--- config.mk ---
export PLATFORM = sky130hd
export DESIGN_NAME = radar_capture_top
export DESIGN_NICKNAME = d
export VERILOG_FILES = /design/src/source/chirp_pkg.sv /design/src/source/capture_if.sv /design/src/source/adc_loopback.sv /design/src/source/capture_fifo.sv /design/src/source/capture_framer.sv /design/src/source/chirp_dds.sv /design/src/source/radar_capture_top.sv /design/src/source/radar_ctrl_regs.sv
export SDC_FILE = /design/constraint.sdc
export NUM_CORES = 2
export LEC_CHECK = 0
export BUFFER_PORTS_ARGS = -buffer_cell sky130_fd_sc_hd__buf_2
export CAP_MARGIN = 40
export CORE_MARGIN = 5
export CORE_UTILIZATION = 35
export DETAILED_ROUTE_END_ITERATION = 16
export SLEW_MARGIN = 40
export SYNTH_ARGS = -nofsm -noshare
export SYNTH_HDL_FRONTEND = slang
export SYNTH_SLANG_ARGS = --single-unit
--- constraint.sdc ---
create_clock -name clk_245_76MHz -period 6.88 [get_ports clk_245_76MHz]
set_input_delay 2.064 -clock clk_245_76MHz [delete_from_list [all_inputs] [get_ports clk_245_76MHz]]
set_output_delay 2.064 -clock clk_245_76MHz [all_outputs]
set_load 0.01 [all_outputs]
--- src/source/chirp_pkg.sv ---
package chirp_pkg;

  // sample, accumulator and counter widths
  localparam int SAMPLE_W = 16;
  localparam int PHASE_W = 32;
  localparam int COUNT_W = 32;
  localparam int LANE_W = 2 * SAMPLE_W;

  typedef logic [SAMPLE_W-1:0] iq_sample_t;
  // i in the upper half, q in the lower half
  typedef logic [2*SAMPLE_W-1:0] iq_pair_t;
  typedef logic [LANE_W-1:0] lane_word_t;
  // upper lane, lower lane
  typedef logic [2*LANE_W-1:0] capture_word_t;
  typedef logic [PHASE_W-1:0] phase_t;
  typedef logic [COUNT_W-1:0] count_t;

  // lane source select, same encoding as the control word fields
  typedef enum logic [1:0] {
    ROUTE_ADC        = 2'd0,
    ROUTE_DAC        = 2'd1,
    ROUTE_SAMPLE_CNT = 2'd2,
    ROUTE_GLOBAL_CNT = 2'd3
  } lane_route_e;

  typedef enum logic [1:0] {
    DDS_IDLE,
    DDS_ARMED,
    DDS_RUN
  } dds_state_e;

  localparam int DAC_STAGES = 2;
  localparam int LOOPBACK_DELAY = 16;
  localparam int TAIL_WORDS = 3;
  localparam int FRAME_ALIGN_WORDS = 8;
  localparam int FIFO_DEPTH = 16;
  localparam int ROUTE_LOWER_LSB = 0;
  localparam int ROUTE_UPPER_LSB = 4;
  localparam phase_t QUARTER_TURN = 32'h4000_0000;

  // derived counter widths
  localparam int TAIL_CNT_W = $clog2(TAIL_WORDS + 1);
  localparam int ALIGN_CNT_W = $clog2(FRAME_ALIGN_WORDS);
  localparam int FIFO_ADDR_W = $clog2(FIFO_DEPTH);

endpackage

--- src/source/capture_if.sv ---
`timescale 1ns/1ps

// framed words from the framer into the output fifo
interface capture_if;
  import chirp_pkg::*;

  // {upper lane, lower lane} or a header/trailer word
  capture_word_t word;
  // one word per cycle while high
  logic valid;
  // header word of a frame
  logic first;
  // trailer word of a frame
  logic last;

  // framer cannot stall, so no ready back
  modport framer (
    output word,
    output valid,
    output first,
    output last
  );

  modport fifo (
    input word,
    input valid,
    input first,
    input last
  );

endinterface

--- src/source/adc_loopback.sv ---
`timescale 1ns/1ps

module adc_loopback (
  input  logic                  clk_245_76MHz,
  input  logic                  cpu_reset,
  input  chirp_pkg::iq_sample_t dds_i_i,
  input  chirp_pkg::iq_sample_t dds_q_i,
  output chirp_pkg::iq_pair_t   dac_pair_o,
  output chirp_pkg::iq_pair_t   adc_pair_o
);
  import chirp_pkg::*;

  // register stages ahead of the dac
  iq_pair_t dac_pipe [DAC_STAGES];
  // adc return path, one entry per sample of delay
  iq_pair_t adc_dly [LOOPBACK_DELAY];
  iq_pair_t dac_half;

  assign dac_pair_o = dac_pipe[DAC_STAGES-1];

  // halve i and q separately, sign kept
  assign dac_half = {dac_pair_o[2*SAMPLE_W-1], dac_pair_o[2*SAMPLE_W-1:SAMPLE_W+1],
                     dac_pair_o[SAMPLE_W-1], dac_pair_o[SAMPLE_W-1:1]};

  always_ff @(posedge clk_245_76MHz) begin
    if (cpu_reset) begin
      for (int s = 0; s < DAC_STAGES; s++) begin
        dac_pipe[s] <= '0;
      end
      for (int d = 0; d < LOOPBACK_DELAY; d++) begin
        adc_dly[d] <= '0;
      end
    end else begin
      dac_pipe[0] <= {dds_i_i, dds_q_i};
      for (int s = 1; s < DAC_STAGES; s++) begin
        dac_pipe[s] <= dac_pipe[s-1];
      end
      // adc at cycle t is the halved dac from t - LOOPBACK_DELAY
      adc_dly[0] <= dac_half;
      for (int d = 1; d < LOOPBACK_DELAY; d++) begin
        adc_dly[d] <= adc_dly[d-1];
      end
    end
  end

  assign adc_pair_o = adc_dly[LOOPBACK_DELAY-1];

endmodule

--- src/source/capture_fifo.sv ---
`timescale 1ns/1ps

module capture_fifo (
  input  logic                     clk_245_76MHz,
  input  logic                     cpu_reset,
  capture_if.fifo                  in_if,
  input  logic                     capture_ready_i,
  output chirp_pkg::capture_word_t capture_data_o,
  output logic                     capture_valid_o,
  output logic                     capture_first_o,
  output logic                     capture_last_o,
  output logic                     capture_overflow_o
);
  import chirp_pkg::*;

  // word storage with its frame flags
  capture_word_t mem_word [FIFO_DEPTH];
  logic mem_first [FIFO_DEPTH];
  logic mem_last [FIFO_DEPTH];
  logic [FIFO_ADDR_W-1:0] wr_ptr;
  logic [FIFO_ADDR_W-1:0] rd_ptr;
  logic [FIFO_ADDR_W:0] fill;
  logic full;
  logic push;
  logic pop;

  assign full = (fill == (FIFO_ADDR_W+1)'(FIFO_DEPTH));
  // no room means the word is lost
  assign push = in_if.valid && !full;
  assign pop = capture_valid_o && capture_ready_i;

  always_ff @(posedge clk_245_76MHz) begin
    if (push) begin
      mem_word[wr_ptr] <= in_if.word;
      mem_first[wr_ptr] <= in_if.first;
      mem_last[wr_ptr] <= in_if.last;
    end
  end

  always_ff @(posedge clk_245_76MHz) begin
    if (cpu_reset) begin
      wr_ptr <= '0;
      rd_ptr <= '0;
      fill <= '0;
      capture_overflow_o <= 1'b0;
    end else begin
      if (push) begin
        wr_ptr <= wr_ptr + FIFO_ADDR_W'(1);
      end
      if (pop) begin
        rd_ptr <= rd_ptr + FIFO_ADDR_W'(1);
      end
      if (push && !pop) begin
        fill <= fill + (FIFO_ADDR_W+1)'(1);
      end else if (pop && !push) begin
        fill <= fill - (FIFO_ADDR_W+1)'(1);
      end
      // sticky until reset
      if (in_if.valid && full) begin
        capture_overflow_o <= 1'b1;
      end
    end
  end

  // head entry shown straight from the buffer
  assign capture_valid_o = (fill != '0);
  assign capture_data_o = mem_word[rd_ptr];
  assign capture_first_o = capture_valid_o && mem_first[rd_ptr];
  assign capture_last_o = capture_valid_o && mem_last[rd_ptr];

  a_hold_on_stall: assert property (@(posedge clk_245_76MHz) disable iff (cpu_reset)
    capture_valid_o && !capture_ready_i |=> capture_valid_o && $stable(capture_data_o)
      && $stable(capture_first_o) && $stable(capture_last_o));

endmodule

--- src/source/capture_framer.sv ---
`timescale 1ns/1ps

module capture_framer (
  input  logic                   clk_245_76MHz,
  input  logic                   cpu_reset,
  input  logic                   capture_enable_i,
  input  chirp_pkg::lane_route_e route_lower_i,
  input  chirp_pkg::lane_route_e route_upper_i,
  input  chirp_pkg::iq_pair_t    dac_pair_i,
  input  chirp_pkg::iq_pair_t    adc_pair_i,
  output logic                   capture_busy_o,
  capture_if.framer              out_if
);
  import chirp_pkg::*;

  // header goes out on leaving idle, trailer on leaving pad
  typedef enum logic [1:0] {
    FR_IDLE,
    FR_BODY,
    FR_TAIL,
    FR_PAD
  } frame_state_e;

  frame_state_e state;
  frame_state_e state_next;
  count_t global_cnt;
  // advances once per data word, never cleared between frames
  count_t sample_cnt;
  logic [TAIL_CNT_W-1:0] tail_cnt;
  // words of the frame so far, header included, modulo the granule
  logic [ALIGN_CNT_W-1:0] word_cnt;
  logic emit_hdr;
  logic emit_data;
  logic emit_trl;
  logic tail_load;
  lane_word_t lane_upper;
  lane_word_t lane_lower;

  // pick one of the four lane sources
  function automatic lane_word_t route_lane(input lane_route_e sel, input iq_pair_t adc,
                                            input iq_pair_t dac, input count_t smp,
                                            input count_t glb);
    lane_word_t lane;
    case (sel)
      ROUTE_ADC: lane = adc;
      ROUTE_DAC: lane = dac;
      ROUTE_SAMPLE_CNT: lane = smp;
      default: lane = glb;
    endcase
    return lane;
  endfunction

  assign lane_upper = route_lane(route_upper_i, adc_pair_i, dac_pair_i, sample_cnt, global_cnt);
  assign lane_lower = route_lane(route_lower_i, adc_pair_i, dac_pair_i, sample_cnt, global_cnt);

  always_comb begin
    state_next = state;
    emit_hdr = 1'b0;
    emit_data = 1'b0;
    emit_trl = 1'b0;
    tail_load = 1'b0;
    case (state)
      FR_IDLE: begin
        if (capture_enable_i) begin
          emit_hdr = 1'b1;
          state_next = FR_BODY;
        end
      end
      FR_BODY: begin
        emit_data = 1'b1;
        // enable gone, still owe TAIL_WORDS words for dds latency
        if (!capture_enable_i) begin
          tail_load = 1'b1;
          state_next = FR_TAIL;
        end
      end
      FR_TAIL: begin
        emit_data = 1'b1;
        if (tail_cnt == TAIL_CNT_W'(1)) begin
          state_next = FR_PAD;
        end
      end
      FR_PAD: begin
        // trailer once it closes the frame on the granule
        if (word_cnt == ALIGN_CNT_W'(FRAME_ALIGN_WORDS - 1)) begin
          emit_trl = 1'b1;
          state_next = FR_IDLE;
        end else begin
          emit_data = 1'b1;
        end
      end
      default: begin
        state_next = FR_IDLE;
      end
    endcase
  end

  always_ff @(posedge clk_245_76MHz) begin
    if (cpu_reset) begin
      state <= FR_IDLE;
      global_cnt <= '0;
      sample_cnt <= '0;
      tail_cnt <= '0;
      word_cnt <= '0;
      out_if.word <= '0;
      out_if.valid <= 1'b0;
      out_if.first <= 1'b0;
      out_if.last <= 1'b0;
    end else begin
      state <= state_next;
      global_cnt <= global_cnt + count_t'(1);
      if (tail_load) begin
        tail_cnt <= TAIL_CNT_W'(TAIL_WORDS);
      end else if (state == FR_TAIL) begin
        tail_cnt <= tail_cnt - TAIL_CNT_W'(1);
      end
      if (emit_hdr) begin
        word_cnt <= ALIGN_CNT_W'(1);
      end else if (emit_data) begin
        word_cnt <= word_cnt + ALIGN_CNT_W'(1);
        sample_cnt <= sample_cnt + count_t'(1);
      end
      // header and trailer share one layout
      if (emit_data) begin
        out_if.word <= {lane_upper, lane_lower};
      end else if (emit_hdr || emit_trl) begin
        out_if.word <= {global_cnt, sample_cnt};
      end
      out_if.valid <= emit_hdr || emit_data || emit_trl;
      out_if.first <= emit_hdr;
      out_if.last <= emit_trl;
    end
  end

  assign capture_busy_o = (state != FR_IDLE);

  a_first_last_apart: assert property (@(posedge clk_245_76MHz) disable iff (cpu_reset)
    out_if.valid |-> !(out_if.first && out_if.last));

endmodule

--- src/source/chirp_dds.sv ---
`timescale 1ns/1ps

module chirp_dds (
  input  logic                  clk_245_76MHz,
  input  logic                  cpu_reset,
  input  logic                  chirp_init_i,
  input  logic                  chirp_enable_i,
  input  chirp_pkg::phase_t     freq_offset_i,
  input  chirp_pkg::phase_t     tuning_coeff_i,
  input  chirp_pkg::count_t     chirp_len_i,
  output logic                  chirp_ready_o,
  output logic                  chirp_active_o,
  output logic                  chirp_done_o,
  output chirp_pkg::iq_sample_t dds_i_o,
  output chirp_pkg::iq_sample_t dds_q_o
);
  import chirp_pkg::*;

  dds_state_e state;
  // quadratic phase: phase += freq, freq += coeff
  phase_t phase;
  phase_t freq;
  phase_t phase_q;
  // active cycles so far in this chirp
  count_t run_cnt;
  logic done_q;
  logic last_run;

  assign last_run = (run_cnt == chirp_len_i - count_t'(1));

  always_ff @(posedge clk_245_76MHz) begin
    if (cpu_reset) begin
      state <= DDS_IDLE;
      phase <= '0;
      freq <= '0;
      run_cnt <= '0;
      done_q <= 1'b0;
    end else begin
      done_q <= 1'b0;
      case (state)
        DDS_IDLE: begin
          if (chirp_init_i) begin
            state <= DDS_ARMED;
          end
        end
        DDS_ARMED: begin
          // accumulators start fresh on the first active cycle
          if (chirp_enable_i) begin
            state <= DDS_RUN;
            phase <= '0;
            freq <= freq_offset_i;
            run_cnt <= '0;
          end
        end
        DDS_RUN: begin
          phase <= phase + freq;
          freq <= freq + tuning_coeff_i;
          run_cnt <= run_cnt + count_t'(1);
          // done lands on the cycle after the last active one
          if (last_run) begin
            state <= DDS_IDLE;
            done_q <= 1'b1;
          end
        end
        default: begin
          state <= DDS_IDLE;
        end
      endcase
    end
  end

  // q leads i by a quarter turn
  assign phase_q = phase + QUARTER_TURN;

  // sawtooth outputs, zero when not running
  assign dds_i_o = (state == DDS_RUN) ? phase[PHASE_W-1 -: SAMPLE_W] : '0;
  assign dds_q_o = (state == DDS_RUN) ? phase_q[PHASE_W-1 -: SAMPLE_W] : '0;

  assign chirp_ready_o = (state == DDS_IDLE);
  assign chirp_active_o = (state == DDS_RUN);
  assign chirp_done_o = done_q;

  a_done_pulse: assert property (@(posedge clk_245_76MHz) disable iff (cpu_reset)
    chirp_done_o |=> !chirp_done_o);

  a_active_not_ready: assert property (@(posedge clk_245_76MHz) disable iff (cpu_reset)
    !(chirp_active_o && chirp_ready_o));

endmodule

--- src/source/radar_capture_top.sv ---
`timescale 1ns/1ps

module radar_capture_top (
  input  logic        clk_245_76MHz,
  input  logic        cpu_reset,
  input  logic        chirp_init_i,
  input  logic        chirp_enable_i,
  input  logic        adc_enable_i,
  input  logic [31:0] chirp_control_word_i,
  input  logic [31:0] chirp_freq_offset_i,
  input  logic [31:0] chirp_tuning_word_coeff_i,
  input  logic [31:0] chirp_count_max_i,
  input  logic        capture_ready_i,
  output logic        chirp_ready_o,
  output logic        chirp_active_o,
  output logic        chirp_done_o,
  output logic [63:0] capture_data_o,
  output logic        capture_valid_o,
  output logic        capture_first_o,
  output logic        capture_last_o,
  output logic        capture_overflow_o
);
  import chirp_pkg::*;

  // latched chirp params
  phase_t freq_offset;
  phase_t tuning_coeff;
  count_t chirp_len;
  // lane routing, frozen per frame
  lane_route_e route_lower;
  lane_route_e route_upper;
  logic capture_enable;
  logic capture_busy;
  iq_sample_t dds_i;
  iq_sample_t dds_q;
  iq_pair_t dac_pair;
  iq_pair_t adc_pair;

  // framer to fifo
  capture_if cap_if ();

  radar_ctrl_regs radar_ctrl_regs_i (
    .clk_245_76MHz(clk_245_76MHz),
    .cpu_reset(cpu_reset),
    .chirp_init_i(chirp_init_i),
    .adc_enable_i(adc_enable_i),
    .chirp_control_word_i(chirp_control_word_i),
    .chirp_freq_offset_i(chirp_freq_offset_i),
    .chirp_tuning_word_coeff_i(chirp_tuning_word_coeff_i),
    .chirp_count_max_i(chirp_count_max_i),
    .dds_ready_i(chirp_ready_o),
    .capture_busy_i(capture_busy),
    .freq_offset_o(freq_offset),
    .tuning_coeff_o(tuning_coeff),
    .chirp_len_o(chirp_len),
    .route_lower_o(route_lower),
    .route_upper_o(route_upper),
    .capture_enable_o(capture_enable)
  );

  chirp_dds chirp_dds_i (
    .clk_245_76MHz(clk_245_76MHz),
    .cpu_reset(cpu_reset),
    .chirp_init_i(chirp_init_i),
    .chirp_enable_i(chirp_enable_i),
    .freq_offset_i(freq_offset),
    .tuning_coeff_i(tuning_coeff),
    .chirp_len_i(chirp_len),
    .chirp_ready_o(chirp_ready_o),
    .chirp_active_o(chirp_active_o),
    .chirp_done_o(chirp_done_o),
    .dds_i_o(dds_i),
    .dds_q_o(dds_q)
  );

  adc_loopback adc_loopback_i (
    .clk_245_76MHz(clk_245_76MHz),
    .cpu_reset(cpu_reset),
    .dds_i_i(dds_i),
    .dds_q_i(dds_q),
    .dac_pair_o(dac_pair),
    .adc_pair_o(adc_pair)
  );

  capture_framer capture_framer_i (
    .clk_245_76MHz(clk_245_76MHz),
    .cpu_reset(cpu_reset),
    .capture_enable_i(capture_enable),
    .route_lower_i(route_lower),
    .route_upper_i(route_upper),
    .dac_pair_i(dac_pair),
    .adc_pair_i(adc_pair),
    .capture_busy_o(capture_busy),
    .out_if(cap_if.framer)
  );

  capture_fifo capture_fifo_i (
    .clk_245_76MHz(clk_245_76MHz),
    .cpu_reset(cpu_reset),
    .in_if(cap_if.fifo),
    .capture_ready_i(capture_ready_i),
    .capture_data_o(capture_data_o),
    .capture_valid_o(capture_valid_o),
    .capture_first_o(capture_first_o),
    .capture_last_o(capture_last_o),
    .capture_overflow_o(capture_overflow_o)
  );

endmodule

--- src/source/radar_ctrl_regs.sv ---
`timescale 1ns/1ps

module radar_ctrl_regs (
  input  logic                  clk_245_76MHz,
  input  logic                  cpu_reset,
  input  logic                  chirp_init_i,
  input  logic                  adc_enable_i,
  input  logic [31:0]           chirp_control_word_i,
  input  chirp_pkg::phase_t     chirp_freq_offset_i,
  input  chirp_pkg::phase_t     chirp_tuning_word_coeff_i,
  input  chirp_pkg::count_t     chirp_count_max_i,
  input  logic                  dds_ready_i,
  input  logic                  capture_busy_i,
  output chirp_pkg::phase_t     freq_offset_o,
  output chirp_pkg::phase_t     tuning_coeff_o,
  output chirp_pkg::count_t     chirp_len_o,
  output chirp_pkg::lane_route_e route_lower_o,
  output chirp_pkg::lane_route_e route_upper_o,
  output logic                  capture_enable_o
);
  import chirp_pkg::*;

  always_ff @(posedge clk_245_76MHz) begin
    if (cpu_reset) begin
      freq_offset_o <= '0;
      tuning_coeff_o <= '0;
      chirp_len_o <= '0;
      route_lower_o <= ROUTE_ADC;
      route_upper_o <= ROUTE_ADC;
      capture_enable_o <= 1'b0;
    end else begin
      // chirp params only taken while the dds is ready
      // init during a running chirp is ignored here
      if (chirp_init_i && dds_ready_i) begin
        freq_offset_o <= chirp_freq_offset_i;
        tuning_coeff_o <= chirp_tuning_word_coeff_i;
        chirp_len_o <= chirp_count_max_i;
      end
      // routes track the control word between frames, frozen inside one
      if (!capture_busy_i) begin
        route_lower_o <= lane_route_e'(chirp_control_word_i[ROUTE_LOWER_LSB +: 2]);
        route_upper_o <= lane_route_e'(chirp_control_word_i[ROUTE_UPPER_LSB +: 2]);
      end
      // single register stage on the capture enable
      capture_enable_o <= adc_enable_i;
    end
  end

  // a frame must see one route setting from header to trailer
  a_route_frozen: assert property (@(posedge clk_245_76MHz) disable iff (cpu_reset)
    $past(capture_busy_i) |-> $stable(route_lower_o) && $stable(route_upper_o));

endmodule
==> impl_metrics.py <==
metrics = {
    "critical_path": {
        "cp.arrival_ps": 3350,
        "reg2reg_slack_ps": 2860,
        "cp_slowest_stage_delay_ps": 700,
        "crit_top_cell": "mux4_2",
        "slowest_stage": "dfxtp_4",
        "cp-end-kind": "output pin",
        "worstPathMaxFanout": 23,
        "critPathTopFamily": "multiplexers",
        "criticalPathCategory": "reg2out",
        "path_buf_inv": 2,
        "path_cells": "buf_4, mux4_2, mux4_2, and2_1, buf_2",
        "start_kind": "flop",
        "critical_path_required_ps": 4820,
    },
    "floorplanning": {
        "coreArea_sq_um": 191000,
        "ios": 205,
        "die_height_um": 448,
        "rows": 160,
        "die_w_um": 448,
        "dieArea_sq_um": 201000,
        "start_util": 0.352,
    },
    "timing": {
        "rsz0062_at_grt": "false",
        "finalSetupTns_ps": 0,
        "timing.fmax_mhz": 185,
        "final.setup_skew_ps": 45.1,
        "drv_slew": 0,
        "holdWs_ps": 406,
        "finalSetupViolations": 0,
        "period_share": 0.787,
        "setup_ws_ps": 1460,
        "maxSlewHeadroom": 0.438,
        "fin_crit_ps": 5420,
        "tightest_slew_ps": 839,
        "finalHoldViolCount": 0,
    },
    "placed_design": {
        "numPlacedInstances": 7178,
        "dp_hpwl_um": 90300,
        "gp_congestion": 0.860,
        "place_worst_setup_slack_ps": 2190,
        "place_area_sq_um": 71100,
        "io_buffers": 176,
    },
    "layout": {
        "synthToLayoutAreaGrowth_pct": 14.5,
        "final_area_sq_um": 76900,
        "multiInputGateArea_sq_um": 21100,
        "final_cell_mix": "edfxtp_1 (1056), dfxtp_1 (658), nand2_1 (477), mux4_2 (330), a21oi_1 (327)",
        "seq_area_sq_um": 45000,
        "layout.cells.non_filler": 7504,
        "final_common_cell": "edfxtp_1",
        "fin_util": 0.403,
        "drive_gt1_frac": 0.175,
        "nets": 5064,
        "fillers": 17400,
    },
    "clock_network": {
        "post_cts_buffers": 0,
        "clock_path_buffers": 3,
        "cts.repair.resized": 0,
        "cts.sinks": 1720,
        "numCtsBuffers": 176,
        "clock_latency_ps": 790,
        "h-tree-depth": 4,
        "clockRootBuffer": "clkbuf_16",
        "cts_tree": "yes",
        "cts_hold_buffers": 0,
        "clk_pin_slew_worst_paths_ps": 60,
    },
    "power_and_ir_drop": {
        "power_density_nw_per_um2": 342,
        "power_switching_mw": 7.11,
        "pwr-share-seq": 0.476,
        "ir_drop_uv": 271,
        "intPower_mw": 19.2,
        "p_leak_nw": 25.7,
        "p_sw_frac": 0.270,
        "clkPwrFrac": 0.358,
        "power_mw": 26.3,
        "p_comb_frac": 0.166,
    },
    "drt": {
        "vias": 38500,
        "drt-total-wl_um": 156000,
        "drt_first_pass_iters": 7,
        "drt_iter0_markers": 2961,
        "final_antenna_net_count": 0,
        "post_drt_wl_per_cell_um": 20.7,
        "viasPerCell": 5.13,
        "drc": 0,
    },
    "global_route": {
        "track_usage": 0.153,
        "grt_pass1_vias": 37600,
        "grt_pass1_wl_um": 235000,
        "antenna_found_initial": 5,
        "grt_max_degree": 169,
        "grt-ovfl-total": 0,
    },
    "logic_synthesis": {
        "syn-num-nets": 4924,
        "syn-instance-count": 4705,
        "ys_ff_latch": 1720,
        "avgSynthCellArea_sq_um": 14.3,
        "synth_flop_cell": "edfxtp_1",
        "synth-edff-count": 1056,
        "synth-async-reset-ratio": 0,
        "syn-cell-area_sq_um": 67200,
        "ys_seq_area_frac": 0.670,
        "yosysWarnings": 0,
        "ys_types": 70,
    },
    "hold_path": {
        "hp-class": "reg2reg",
    },
    "outcome": {
        "status": "complete, no violations",
    },
    "flow_run": {
        "cap_violations": 0,
    },
}
==> worst paths after layout <==
path | start | endpoint | cells after the start
worst max-delay path | flop | capture_last_o | 5
worst min-delay path | adc_loopback_i.dac_pipe[0][24] | adc_loopback_i.dac_pipe[0][56] | 1
worst max register to register | radar_ctrl_regs_i.chirp_len_o[8] | chirp_dds_i.state[1] | 10
worst min register to register | adc_loopback_i.dac_pipe[0][24] | adc_loopback_i.dac_pipe[0][56] | 1
==> flip-flops by register name (all words and copies together) (netlist names), 16 cells and up, named ones only <==
| register | cells |
|---|---|
| chirp_dds_i.run_cnt | 32 |
| chirp_dds_i.freq | 32 |
| adc_loopback_i.dac_pipe | 36 |
| capture_fifo_i.mem_last | 16 |
| capture_framer_i.sample_cnt | 32 |
| radar_ctrl_regs_i.freq_offset_o | 32 |
| capture_framer_i.out_if.word | 64 |
| radar_ctrl_regs_i.chirp_len_o | 32 |
| capture_fifo_i.mem_first | 16 |
| capture_framer_i.global_cnt | 32 |
| capture_fifo_i.mem_word | 1024 |
| chirp_dds_i.phase | 32 |
| radar_ctrl_regs_i.tuning_coeff_o | 32 |
| adc_loopback_i.adc_dly | 272 |
==> synthesized netlist by cell type, types with 4 or more instances <==
cell | instances | area (sq um)
nor4_1 | 15 | 93.8
xnor2_1 | 78 | 683
a22o_1 | 4 | 35.0
or3_1 | 26 | 163
a22oi_1 | 8 | 60.1
a221oi_1 | 5 | 43.8
mux4_2 | 330 | 7430
o21ai_0 | 107 | 536
nor2_1 | 266 | 998
or2_2 | 4 | 25.0
o211ai_1 | 49 | 368
and3_1 | 29 | 181
ha_1 | 82 | 1030
o21bai_1 | 10 | 75.1
a31oi_1 | 18 | 113
edfxtp_1 | 1056 | 31700
nand3b_1 | 13 | 97.6
o21a_1 | 11 | 82.6
or4_1 | 14 | 105
nand2b_1 | 22 | 138
inv_1 | 56 | 210
and4_1 | 5 | 43.8
nor3_1 | 52 | 260
nand3_1 | 57 | 285
mux2i_1 | 15 | 150
a311oi_1 | 40 | 350
clkbuf_1 | 243 | 912
and2_1 | 26 | 163
nor3b_1 | 5 | 37.5
o22ai_1 | 31 | 194
nor2b_1 | 306 | 1910
a21o_1 | 24 | 180
nand4_1 | 21 | 131
xor2_1 | 82 | 718
o31ai_1 | 7 | 52.6
a21oi_1 | 328 | 1640
nand2_1 | 479 | 1800
a211oi_1 | 36 | 270
dfxtp_1 | 664 | 13300
buf_1 | 32 | 120
==> worst reg2reg max path, cell delays in order (launching register included) <==
cell,delay (ps)
dfxtp_1,370
or4_1,640
nand2b_1,240
nor4_2,410
nand3_1,340
nor3_1,260
xnor2_1,140
o21ai_1,80
or4_1,530
o41ai_1,710
a21oi_1,140
==> cell type report <==
class / count / area share
Multi-Input combinational cell: 2651 / 0.274
Antenna cell: 4 / 0.000130
Clock inverter: 82 / 0.0110
Clock buffer: 240 / 0.0644
Inverter: 57 / 0.00278
Timing Repair Buffer: 239 / 0.0209
Tap cell: 2511 / 0.0409
Sequential cell: 1720 / 0.586
==> cell families (layout without fill, tap and decap cells) <==
kind of cell	after synthesis	after routing	share of synthesized area
flip-flops	1720	1720	0.670
AND/OR/NAND/NOR	1346	1346	0.0967
AO/OA/AOI/OAI	712	712	0.0639
multiplexers	348	348	0.113
buffers and inverters	334	618	0.0187
XOR/XNOR	160	160	0.0209
adder cells (fa/ha/maj)	85	85	0.0162
other	0	4	0
==> metal layers <==
metal  vias up  GRT usage  wire length, um
met3       208     0.0271             9050
met4         0     0.0361             2880
li1      17800          -                -
met1     19400      0.206            67000
met5         -          0                0
met2      1062      0.259            76600
==> power groups by stage <==
stage          logic [mW]  registers (mW)  clock network, mW
2_1_floorplan        3.21            12.4                  0
3_3_place_gp         4.40            12.7                  0
3_5_place_dp         4.44            12.8                  0
4_1_cts              4.46            12.5               9.66
5_1_grt              4.74            12.6               10.1
6_report             4.36            12.5               9.43
Note: power is estimated with default switching activity, not from simulation.
